## config.mk

```make
export PLATFORM = sky130hd
export DESIGN_NAME = frame_dbuf_top
export DESIGN_NICKNAME = d
export VERILOG_FILES = /design/src/frame_dbuf_pkg.sv /design/src/frame_buffer_switch.sv /design/src/frame_dbuf_top.sv /design/src/pattern_writer.sv /design/src/pixel_streamer.sv /design/src/video_fifo.sv
export SDC_FILE = /design/constraint.sdc
export NUM_CORES = 2
export LEC_CHECK = 0
export ABC_AREA = 0
export BUFFER_PORTS_ARGS = -buffer_cell sky130_fd_sc_hd__buf_4
export CAP_MARGIN = 20
export CORE_MARGIN = 4
export CORE_UTILIZATION = 65
export DETAILED_ROUTE_END_ITERATION = 6
export GPL_TIMING_DRIVEN = 0
export PLACE_DENSITY = 0.81
export SLEW_MARGIN = 20
export SYNTH_ARGS = -nofsm -noshare
export SYNTH_HDL_FRONTEND = slang
export SYNTH_SLANG_ARGS = --single-unit
```

## constraint.sdc

```tcl
create_clock -name clk -period 36.4 [get_ports clk]
set_input_delay 7.28 -clock clk [delete_from_list [all_inputs] [get_ports clk]]
set_output_delay 7.28 -clock clk [all_outputs]
set_load 0.005 [all_outputs]
```

## src/frame_dbuf_pkg.sv

```systemverilog
`default_nettype none

package frame_dbuf_pkg;

  // buffer address width, holds the largest visible area
  localparam int ADDR_W = 7;

  // pattern seed from the outside
  typedef logic [3:0] seed_t;

  // raster coordinates, sized for the largest supported frame
  typedef logic [3:0] coord_x_t;
  typedef logic [2:0] coord_y_t;

  // 12 bit rgb pixel
  typedef struct packed {
    logic [3:0] red;
    logic [3:0] green;
    logic [3:0] blue;
  } pixel_t;

  // fifo payload and top level output, syncs are active low
  typedef struct packed {
    logic   hsync;
    logic   vsync;
    pixel_t pixel;
  } video_word_t;

  // writer to buffer switch
  typedef struct packed {
    logic [ADDR_W-1:0] addr;
    pixel_t            pixel;
  } wr_req_t;

endpackage

`default_nettype wire

```

## src/frame_buffer_switch.sv

```systemverilog
`timescale 1ns/1ps
`default_nettype none

module frame_buffer_switch
  import frame_dbuf_pkg::*;
(
  input  logic              clk,
  input  logic              reset,
  input  logic              swap,

  // writer side
  input  wr_req_t           wr_req,
  input  logic              wr_valid,
  output logic              wr_ready,

  // streamer side
  input  logic [ADDR_W-1:0] rd_addr,
  input  logic              rd_valid,
  output logic              rd_ready,
  output pixel_t            rd_data,
  output logic              rd_data_valid
);

  localparam int DEPTH = 2 ** ADDR_W;

  // two frame buffers, indexed by bank
  pixel_t mem [2][DEPTH];

  // bank the writer owns, the streamer reads the other one
  logic   bank_sel;

  logic   wr_fire;
  logic   rd_fire;

  // on-chip write never stalls
  assign wr_ready = 1'b1;

  assign wr_fire = wr_valid && wr_ready;
  assign rd_fire = rd_valid && rd_ready;

  // storage and registered read port
  always_ff @(posedge clk) begin
    if (wr_fire) begin
      mem[bank_sel][wr_req.addr] <= wr_req.pixel;
    end
    if (rd_fire) begin
      rd_data <= mem[~bank_sel][rd_addr];
    end
  end

  // bank select flips on every swap
  // the read bank holds no frame until the first swap,
  // so rd_ready stays low until then
  always_ff @(posedge clk) begin
    if (reset) begin
      bank_sel      <= 1'b0;
      rd_ready      <= 1'b0;
      rd_data_valid <= 1'b0;
    end else begin
      // data comes back exactly one cycle after the request
      rd_data_valid <= rd_fire;
      if (swap) begin
        bank_sel <= ~bank_sel;
        rd_ready <= 1'b1;
      end
    end
  end

endmodule

`default_nettype wire

```

## src/frame_dbuf_top.sv

```systemverilog
`timescale 1ns/1ps
`default_nettype none

module frame_dbuf_top
  import frame_dbuf_pkg::*;
#(
  parameter int H_VIS             = 8,
  parameter int H_TOTAL           = 12,
  parameter int V_VIS             = 4,
  parameter int V_TOTAL           = 7,
  parameter int FIFO_DEPTH        = 16,
  parameter int ALMOST_FULL_LEVEL = 8
) (
  input  logic        clk,
  input  logic        reset,
  input  seed_t       seed,
  input  logic        take,
  output logic        out_valid,
  output video_word_t out_word
);

  wr_req_t           wr_req;
  logic              wr_valid;
  logic              wr_ready;
  logic [ADDR_W-1:0] rd_addr;
  logic              rd_valid;
  logic              rd_ready;
  pixel_t            rd_data;
  logic              rd_data_valid;
  logic              pattern_done;
  logic              first_done;
  logic              first_done_q;
  logic              vsync_q;
  logic              vsync_fall;
  logic              swap;
  logic              stream_enable;
  logic              stream_push;
  video_word_t       stream_word;
  logic              fifo_empty;
  logic              fifo_almost_full;

  assign vsync_fall    = vsync_q && !stream_word.vsync;
  assign stream_enable = first_done && !fifo_almost_full;
  assign out_valid     = !fifo_empty;

  // first swap once the first pattern lands, then once per frame
  // at the start of vertical sync
  always_ff @(posedge clk) begin
    if (reset) begin
      first_done   <= 1'b0;
      first_done_q <= 1'b0;
      vsync_q      <= 1'b1;
      swap         <= 1'b0;
    end else begin
      if (pattern_done) first_done <= 1'b1;
      first_done_q <= first_done;
      vsync_q      <= stream_word.vsync;
      swap         <= (first_done && !first_done_q) || vsync_fall;
    end
  end

  frame_buffer_switch u_switch (
    .clk(clk), .reset(reset), .swap(swap),
    .wr_req(wr_req), .wr_valid(wr_valid), .wr_ready(wr_ready),
    .rd_addr(rd_addr), .rd_valid(rd_valid), .rd_ready(rd_ready),
    .rd_data(rd_data), .rd_data_valid(rd_data_valid)
  );

  pattern_writer #(.H_VIS(H_VIS), .V_VIS(V_VIS)) u_writer (
    .clk(clk), .reset(reset), .restart(swap), .seed(seed),
    .wr_req(wr_req), .wr_valid(wr_valid), .wr_ready(wr_ready), .done(pattern_done)
  );

  pixel_streamer #(
    .H_VIS(H_VIS), .H_TOTAL(H_TOTAL), .V_VIS(V_VIS), .V_TOTAL(V_TOTAL)
  ) u_streamer (
    .clk(clk), .reset(reset), .enable(stream_enable),
    .rd_addr(rd_addr), .rd_valid(rd_valid), .rd_ready(rd_ready),
    .rd_data(rd_data), .rd_data_valid(rd_data_valid),
    .push(stream_push), .word(stream_word)
  );

  video_fifo #(
    .T(video_word_t), .DEPTH(FIFO_DEPTH), .ALMOST_FULL_LEVEL(ALMOST_FULL_LEVEL)
  ) u_fifo (
    .clk(clk), .reset(reset), .push(stream_push), .push_data(stream_word),
    .pop(take), .head(out_word), .empty(fifo_empty), .almost_full(fifo_almost_full)
  );

endmodule

`default_nettype wire

```

## src/pattern_writer.sv

```systemverilog
`timescale 1ns/1ps
`default_nettype none

module pattern_writer
  import frame_dbuf_pkg::*;
#(
  parameter int H_VIS = 8,
  parameter int V_VIS = 4
) (
  input  logic    clk,
  input  logic    reset,
  input  logic    restart,
  input  seed_t   seed,
  output wr_req_t wr_req,
  output logic    wr_valid,
  input  logic    wr_ready,
  output logic    done
);

  coord_x_t x;
  coord_y_t y;
  seed_t    seed_q;
  pixel_t   pixel;
  logic     kick;
  logic     start;
  logic     last_col;
  logic     last_pixel;

  // first frame starts on its own once reset is released
  assign start      = restart || kick;
  assign last_col   = (x == coord_x_t'(H_VIS - 1));
  assign last_pixel = last_col && (y == coord_y_t'(V_VIS - 1));

  // red walks with x, offset by the seed
  always_comb begin
    pixel.red   = x + seed_q;
    pixel.green = 4'(y);
    pixel.blue  = seed_q;
  end

  assign wr_req = '{
    addr:  ADDR_W'(y) * ADDR_W'(H_VIS) + ADDR_W'(x),
    pixel: pixel
  };

  always_ff @(posedge clk) begin
    if (start) begin
      seed_q <= seed;
    end
  end

  always_ff @(posedge clk) begin
    if (reset) begin
      kick     <= 1'b1;
      wr_valid <= 1'b0;
      done     <= 1'b0;
      x        <= '0;
      y        <= '0;
    end else if (start) begin
      kick     <= 1'b0;
      wr_valid <= 1'b1;
      done     <= 1'b0;
      x        <= '0;
      y        <= '0;
    end else if (wr_valid && wr_ready) begin
      if (last_pixel) begin
        wr_valid <= 1'b0;
        done     <= 1'b1;
      end else if (last_col) begin
        x <= '0;
        y <= y + 1'b1;
      end else begin
        x <= x + 1'b1;
      end
    end
  end

endmodule

`default_nettype wire

```

## src/pixel_streamer.sv

```systemverilog
`timescale 1ns/1ps
`default_nettype none

module pixel_streamer
  import frame_dbuf_pkg::*;
#(
  parameter int H_VIS   = 8,
  parameter int H_TOTAL = 12,
  parameter int V_VIS   = 4,
  parameter int V_TOTAL = 7
) (
  input  logic              clk,
  input  logic              reset,
  input  logic              enable,

  // buffer read request
  output logic [ADDR_W-1:0] rd_addr,
  output logic              rd_valid,
  input  logic              rd_ready,
  input  pixel_t            rd_data,
  input  logic              rd_data_valid,

  // video words towards the fifo
  output logic              push,
  output video_word_t       word
);

  typedef enum logic {
    S_IDLE,
    S_WAIT
  } state_t;

  state_t   state;
  coord_x_t col;
  coord_y_t row;
  coord_x_t col_next;
  coord_y_t row_next;
  logic     visible;
  logic     hsync_n;
  logic     vsync_n;

  assign visible = (col < coord_x_t'(H_VIS)) && (row < coord_y_t'(V_VIS));

  // sync pulses two positions wide, one position after the visible edge
  assign hsync_n = !((col == coord_x_t'(H_VIS + 1)) || (col == coord_x_t'(H_VIS + 2)));
  assign vsync_n = !((row == coord_y_t'(V_VIS + 1)) || (row == coord_y_t'(V_VIS + 2)));

  // one outstanding read, only from idle at a visible position
  assign rd_valid = (state == S_IDLE) && enable && visible;
  assign rd_addr  = ADDR_W'(row) * ADDR_W'(H_VIS) + ADDR_W'(col);

  // raster position after the current one
  always_comb begin
    col_next = col + 1'b1;
    row_next = row;
    if (col == coord_x_t'(H_TOTAL - 1)) begin
      col_next = '0;
      if (row == coord_y_t'(V_TOTAL - 1)) begin
        row_next = '0;
      end else begin
        row_next = row + 1'b1;
      end
    end
  end

  // word keeps its last value between pushes, top watches its vsync
  always_ff @(posedge clk) begin
    if (reset) begin
      state <= S_IDLE;
      col   <= '0;
      row   <= '0;
      push  <= 1'b0;
      word  <= '{hsync: 1'b1, vsync: 1'b1, pixel: '0};
    end else begin
      push <= 1'b0;
      case (state)
        S_IDLE: begin
          if (enable) begin
            if (!visible) begin
              // blanking, no fetch needed
              push <= 1'b1;
              word <= '{hsync: hsync_n, vsync: vsync_n, pixel: '0};
              col  <= col_next;
              row  <= row_next;
            end else if (rd_ready) begin
              state <= S_WAIT;
            end
          end
        end
        S_WAIT: begin
          if (rd_data_valid) begin
            push  <= 1'b1;
            word  <= '{hsync: hsync_n, vsync: vsync_n, pixel: rd_data};
            col   <= col_next;
            row   <= row_next;
            state <= S_IDLE;
          end
        end
        default: state <= S_IDLE;
      endcase
    end
  end

endmodule

`default_nettype wire

```

## src/video_fifo.sv

```systemverilog
`timescale 1ns/1ps
`default_nettype none

module video_fifo #(
  parameter type T                 = logic [7:0],
  parameter int  DEPTH             = 16,
  parameter int  ALMOST_FULL_LEVEL = 8
) (
  input  logic clk,
  input  logic reset,
  input  logic push,
  input  T     push_data,
  input  logic pop,
  output T     head,
  output logic empty,
  output logic almost_full
);

  localparam int PTR_W = $clog2(DEPTH);
  localparam int CNT_W = $clog2(DEPTH + 1);

  T                 mem [DEPTH];
  logic [PTR_W-1:0] wr_ptr;
  logic [PTR_W-1:0] rd_ptr;
  logic [CNT_W-1:0] count;
  logic             full;
  logic             do_push;
  logic             do_pop;

  function automatic logic [PTR_W-1:0] ptr_inc(input logic [PTR_W-1:0] ptr);
    return (ptr == PTR_W'(DEPTH - 1)) ? '0 : ptr + 1'b1;
  endfunction

  assign full        = (count == CNT_W'(DEPTH));
  assign empty       = (count == '0);
  assign almost_full = (count >= CNT_W'(ALMOST_FULL_LEVEL));

  // pops on empty and pushes on full are dropped
  assign do_push = push && !full;
  assign do_pop  = pop && !empty;

  // head reads straight from the array
  assign head = mem[rd_ptr];

  always_ff @(posedge clk) begin
    if (do_push) begin
      mem[wr_ptr] <= push_data;
    end
  end

  always_ff @(posedge clk) begin
    if (reset) begin
      wr_ptr <= '0;
      rd_ptr <= '0;
      count  <= '0;
    end else begin
      if (do_push) wr_ptr <= ptr_inc(wr_ptr);
      if (do_pop) rd_ptr <= ptr_inc(rd_ptr);
      if (do_push && !do_pop) begin
        count <= count + 1'b1;
      end else if (do_pop && !do_push) begin
        count <= count - 1'b1;
      end
    end
  end

endmodule

`default_nettype wire
```

; Yosys cells after proc, flatten, opt, wreduce, memory -nomap -nowiden
; Memory sizes are Yosys's and may differ from the RTL's. A register that Yosys moved wholly into a read port is not among the register bits.
; Cells that the tools add are included.
[word_totals]
ramBits = 3040
output_inout_bits = 15
in_bits = 7
regBits = 69
mem_count = 2
rom_bits = 0
latchBits = 0
elab_cells = 141
[op_classes]
addsub = 11
div = 0
bitwise_logic = 5
shift = 0
eq_ne = 13
n_lt_le_gt_ge = 6
n_mul = 0
n_reduce_logical = 33
mux = 43
[mem_list]
columns = memory, words, width, rd, rd_clocked_by_memory_dff, write_ports, line
row1 = u_switch.mem, 2, 1408, 1, 0, 1, frame_buffer_switch.sv:27  ; pixel_t mem [2][DEPTH];
row2 = u_fifo.mem, 16, 14, 1, 1, 1, video_fifo.sv:22  ; T mem [DEPTH];
[ops]
columns = op, count
row1 = two-way mux 1536 bit, 1
row2 = binary-select mux 12 bit (select 7 bit), 1
row3 = demux 12 bit (select 7 bit), 1
row4 = two-way mux 14 bit, 3
row5 = two-way mux 12 bit, 3
row6 = two-way mux 4 bit, 9
row7 = one-hot mux 14 bit (2 select lines), 1
row8 = "equality test 4 bit, second input constant", 5
row9 = "adder 4 x 1 -> 4 bit, second input constant", 4
row10 = ">= comparator 8 bit, second input constant", 2
row11 = inverter 7 -> 8 bit, 2
row12 = two-way mux 3 bit, 5
row13 = adder 6 x 4 -> 7 bit, 2
row14 = logical AND 1 bit, 13
row15 = two-way mux 1 bit, 13
row16 = two-way mux 5 bit, 2
row17 = logical NOT 1 bit, 9
row18 = "< comparator 8 x 1 -> 1 bit, second input constant", 1
row19 = one-hot mux 4 bit (2 select lines), 1
row20 = "adder 3 x 1 -> 3 bit, second input constant", 2
row21 = "equality test 3 bit, second input constant", 2
row22 = one-hot mux 3 bit (2 select lines), 1
row23 = AND reduction 3 bit, 2
row24 = "adder 5 x 1 -> 5 bit, second input constant", 1
row25 = 17 further kinds, 25

; Logic depth before layout (Yosys ltp)
[depth]
ltp_word = 7
ltp_mapped = 13
ltp_nobuf = 13

; By module
; A second synthesis with hierarchy kept.
[hier_totals]
cells_unflattened = 6321
area_unflattened_um2 = 130545.2
[modules_own_cells]
columns = mod, cells_per_inst, seq_area_each_um2, instances, area_per_inst_um2
row1 = frame_buffer_switch, 5661, 92668.9, 1, 119275.6
row2 = video_fifo, 458, 7066.8, 1, 9342.7
row3 = pixel_streamer, 109, 460.4, 1, 1006.0
row4 = pattern_writer, 80, 320.3, 1, 789.5
row5 = frame_dbuf_top, 13, 80.1, 1, 131.4

; Least setup slack after synthesis
; Ideal clock, no wire load.
[synth_timing]
path_kind = reg2reg
start = register u_writer.seed_q[0]
end = memory u_switch.mem[0][1010] in the netlist's numbering (data pin)
stages_incl_launch_ff = 5
arrival_ns = 11.472
setup_ns = 1.649
t_required_ns = 34.751
synth_period_minus_slack_ns = 13.121
slack_ns = 23.279
path_buffers = 0
cell_sequence = edfxtp_1 > ha_1 > inv_1 > fa_1 > xnor2_1
[synth_lines]
columns = element, line
row1 = start: declaration, pattern_writer.sv:22  ; seed_t seed_q;
row2 = start signal: assignment, pattern_writer.sv:48  ; seed_q <= seed;
row3 = end: declaration, frame_buffer_switch.sv:27

==> metrics.yaml <==
period_needed_ps: 11020
cts_resized: 0
initial_utilization: 0.6555
tns_ps: 0
drc: 27
ys.flop_type: "edfxtp_1"
fin_crit_sh: 0.3028
hold_violations: 0
die_h_um: 438.4
cp_slowest_stage_delay_ps: 810
place_ws_ps: 26310
drt_iter0_markers: 13380
ant_nets: 0
status: "complete, but fails checks"
worstPathArrival_ps: 3740
maxSlewViolCount: 0
yosys_register_bits: 3095
crit_path_end_kind: "output port"
cp_top_family: "buffers and inverters"
avgSynthCellArea_um2: 21.00
totalWireLength_um: 384700
fp.dieW_um: 438.4
h-tree-depth: 5
r2r_slack_ps: 29850
clock_skew_ps: 44.16
ios: 22
synthesis.area_um2: 120400
cts_tree: "done"
place_congestion: 1.010
dpl.hpwl_um: 245600
overflow: 0
relSlewSlack: 0.02326
coreArea_um2: 183700
grt.total_usage: 0.4039
dieArea_um2: 192200
async_flop_share: 0
hp-class: "register to register"
synthToLayoutAreaGrowth_pct: 12.99
grt_pass1_vias: 66300
critical_path_depth: 5
crit_path_start_kind: "register"
cts_buffer_depth: 4
vias: 68030
synth.yosys.seq_area_share: 0.7673
hold_ws_ps: 472.7
path_max_fanout: 10
crit_end: "out_word[3]"
max_cap_viol_count: 0
post_cts_buffers: 0
num-nets-final: 6246
syn_nets: 5766
grt_max_degree: 140
synth-edff-count: 3039
antenna_found_initial: 17
cts_inserted_buffers: 311
crit_slowest_cell: "buf_1"
violations: "design-rule violations"
ys.warnings.count: 0
powerDensity_nw_per_um2: 52.86
irDropWorstVdd_uv: 54.40
clock-sinks: 3095
wl_per_cell_um: 43.23
timing.reg2reg.worst_path_depth: 9
rsz0062_at_grt: "no"
clk_pin_slew_worst_paths_ps: 60
grt_pass1_wl_um: 528400
crit_top_cell: "mux4_2"
cts_hold_buf: 0
tightest_slew_ps: 1461
fmax_mhz: 90.73
vias_per_cell: 7.645
port_buffers: 20
root_buffer: "clkbuf_16"
worst-path-buf-inv: 3
worstSetupPathType: "register to output port"
critPathRequiredTime_ps: 29120
path_cells: "clkbuf_1 > buf_1 > mux4_2 > mux4_2 > buf_4"
hold_start: "vsync_q"
syn_inst: 5734
leakage_nw: 41.29
setup_ws_ps: 25380
synth_cell_types: 68
row_count: 157
drive_gt1_frac: 0.2565
clk_latency_ps: 930
firstDrtPassIters: 7
setup_viol: 0
rr_startpoint: "u_streamer.col[3]"
r2r_end: "u_switch.rd_data[1]"
fillerInstances: 9526
[flip-flops by register name (all words and copies together) (netlist names), 4 cells and up, named ones only]
signal	flops
u_fifo.wr_ptr	4
u_switch.mem	2816
u_writer.x	4
u_fifo.count	5
u_fifo.mem	208
u_switch.rd_data	11
u_fifo.rd_ptr	4
u_streamer.word	13
u_writer.seed_q	4
u_streamer.col	4
[where the power goes]
group / internal, mW / switching, mW
combinational: 0.0798 / 0.118
clock: 1.73 / 1.35
sequential: 3.91 / 0.00553
[worst min-delay path by stage]
stage | depth (start not counted) | endpoint | slack, ps
finish | 1 | swap | 470
global route | 1 | swap | 490
floorplan | 1 | swap | 420
detailed placement | 1 | swap | 440
global placement | 1 | swap | 450
CTS | 1 | swap | 470
[routing by layer]
metal	wire length (µm)	GRT usage	vias up
met1	119000	0.5071	34210
met3	58780	0.1518	1654
met5	250	0.006048	-
met2	170500	0.5847	7148
met4	36120	0.2888	22
li1	-	-	25000
[placed cells by master, fill, tap and decap left out, types with 31 or more instances in the layout]
master,n
edfxtp_1,3039
mux4_2,617
mux2i_1,387
clkbuf_16,315
clkbuf_1,191
nor2_2,186
o221ai_1,161
nor2_1,152
a21oi_1,103
o22ai_1,91
nor3_1,88
nand2_1,84
buf_6,80
buf_8,80
clkinv_1,66
buf_4,57
mux2_2,54
dfxtp_1,53
clkinv_2,52
buf_2,43
clkbuf_2,37
nor4_1,31
[cell families after synthesis]
| logic type | share of synthesized area |
|---|---|
| other | 0.00003115 |
| adders and majority gates | 0.002723 |
| buffers and inverters | 0.01912 |
| DFF | 0.7673 |
| xor gates and xnor gates | 0.001164 |
| and+or+nand+nor | 0.02339 |
| AOI/OAI and AO/OA | 0.03189 |
| muxes | 0.1544 |
[Yosys cell counts (8+ instances only)]
library cell	number	share of area
xnor2_1	8	0.00058
mux4_1	8	0.0017
nand3_1	24	0.0010
o22ai_1	91	0.0047
buf_12	14	0.0023
nor2b_1	9	0.00047
edfxtp_1	3039	0.76
inv_1	18	0.00056
buf_4	25	0.0016
mux2_2	54	0.0051
nor4_1	34	0.0018
mux4_2	617	0.12
nand2_1	89	0.0028
ha_1	23	0.0024
dfxtp_1	56	0.0093
o31ai_1	17	0.0011
buf_8	25	0.0031
a22oi_1	23	0.0014
buf_6	38	0.0036
mux2i_1	387	0.032
a22o_1	21	0.0015
o221ai_1	161	0.012
buf_2	41	0.0017
nor3_1	95	0.0039
nand4_1	13	0.00068
clkbuf_1	174	0.0054
nor2_1	339	0.011
o21ai_0	28	0.0012
a221oi_1	18	0.0013
xor2_1	8	0.00058
buf_1	26	0.00081
o32ai_1	17	0.0012
a21oi_1	104	0.0043
[cell type report]
type,instances,area [µm²],area share
diodes,8,20.02,0.0001472
plain buffers,343,2272,0.01670
clock buffers,368,8092,0.05948
clock inverters,157,1303,0.009575
inverters,20,82.58,0.0006070
multi-input cells,2276,26330,0.1936
flip-flops and latches,3095,92390,0.6791
well taps,2464,3083,0.02266
repair buffers,167,2465,0.01812
[through the flow]
step,util,area (µm²),instances,power (mW)
after detailed placement,0.6874,126300,8349,4.182
after global routing,0.7406,136000,8891,7.338
after global placement,0.6731,123600,8218,4.183
after floorplan,-,120400,5734,4.110
final,0.7407,136000,8898,7.191
after CTS,0.7386,135700,8874,7.165
(Power assumes the default switching activity.)
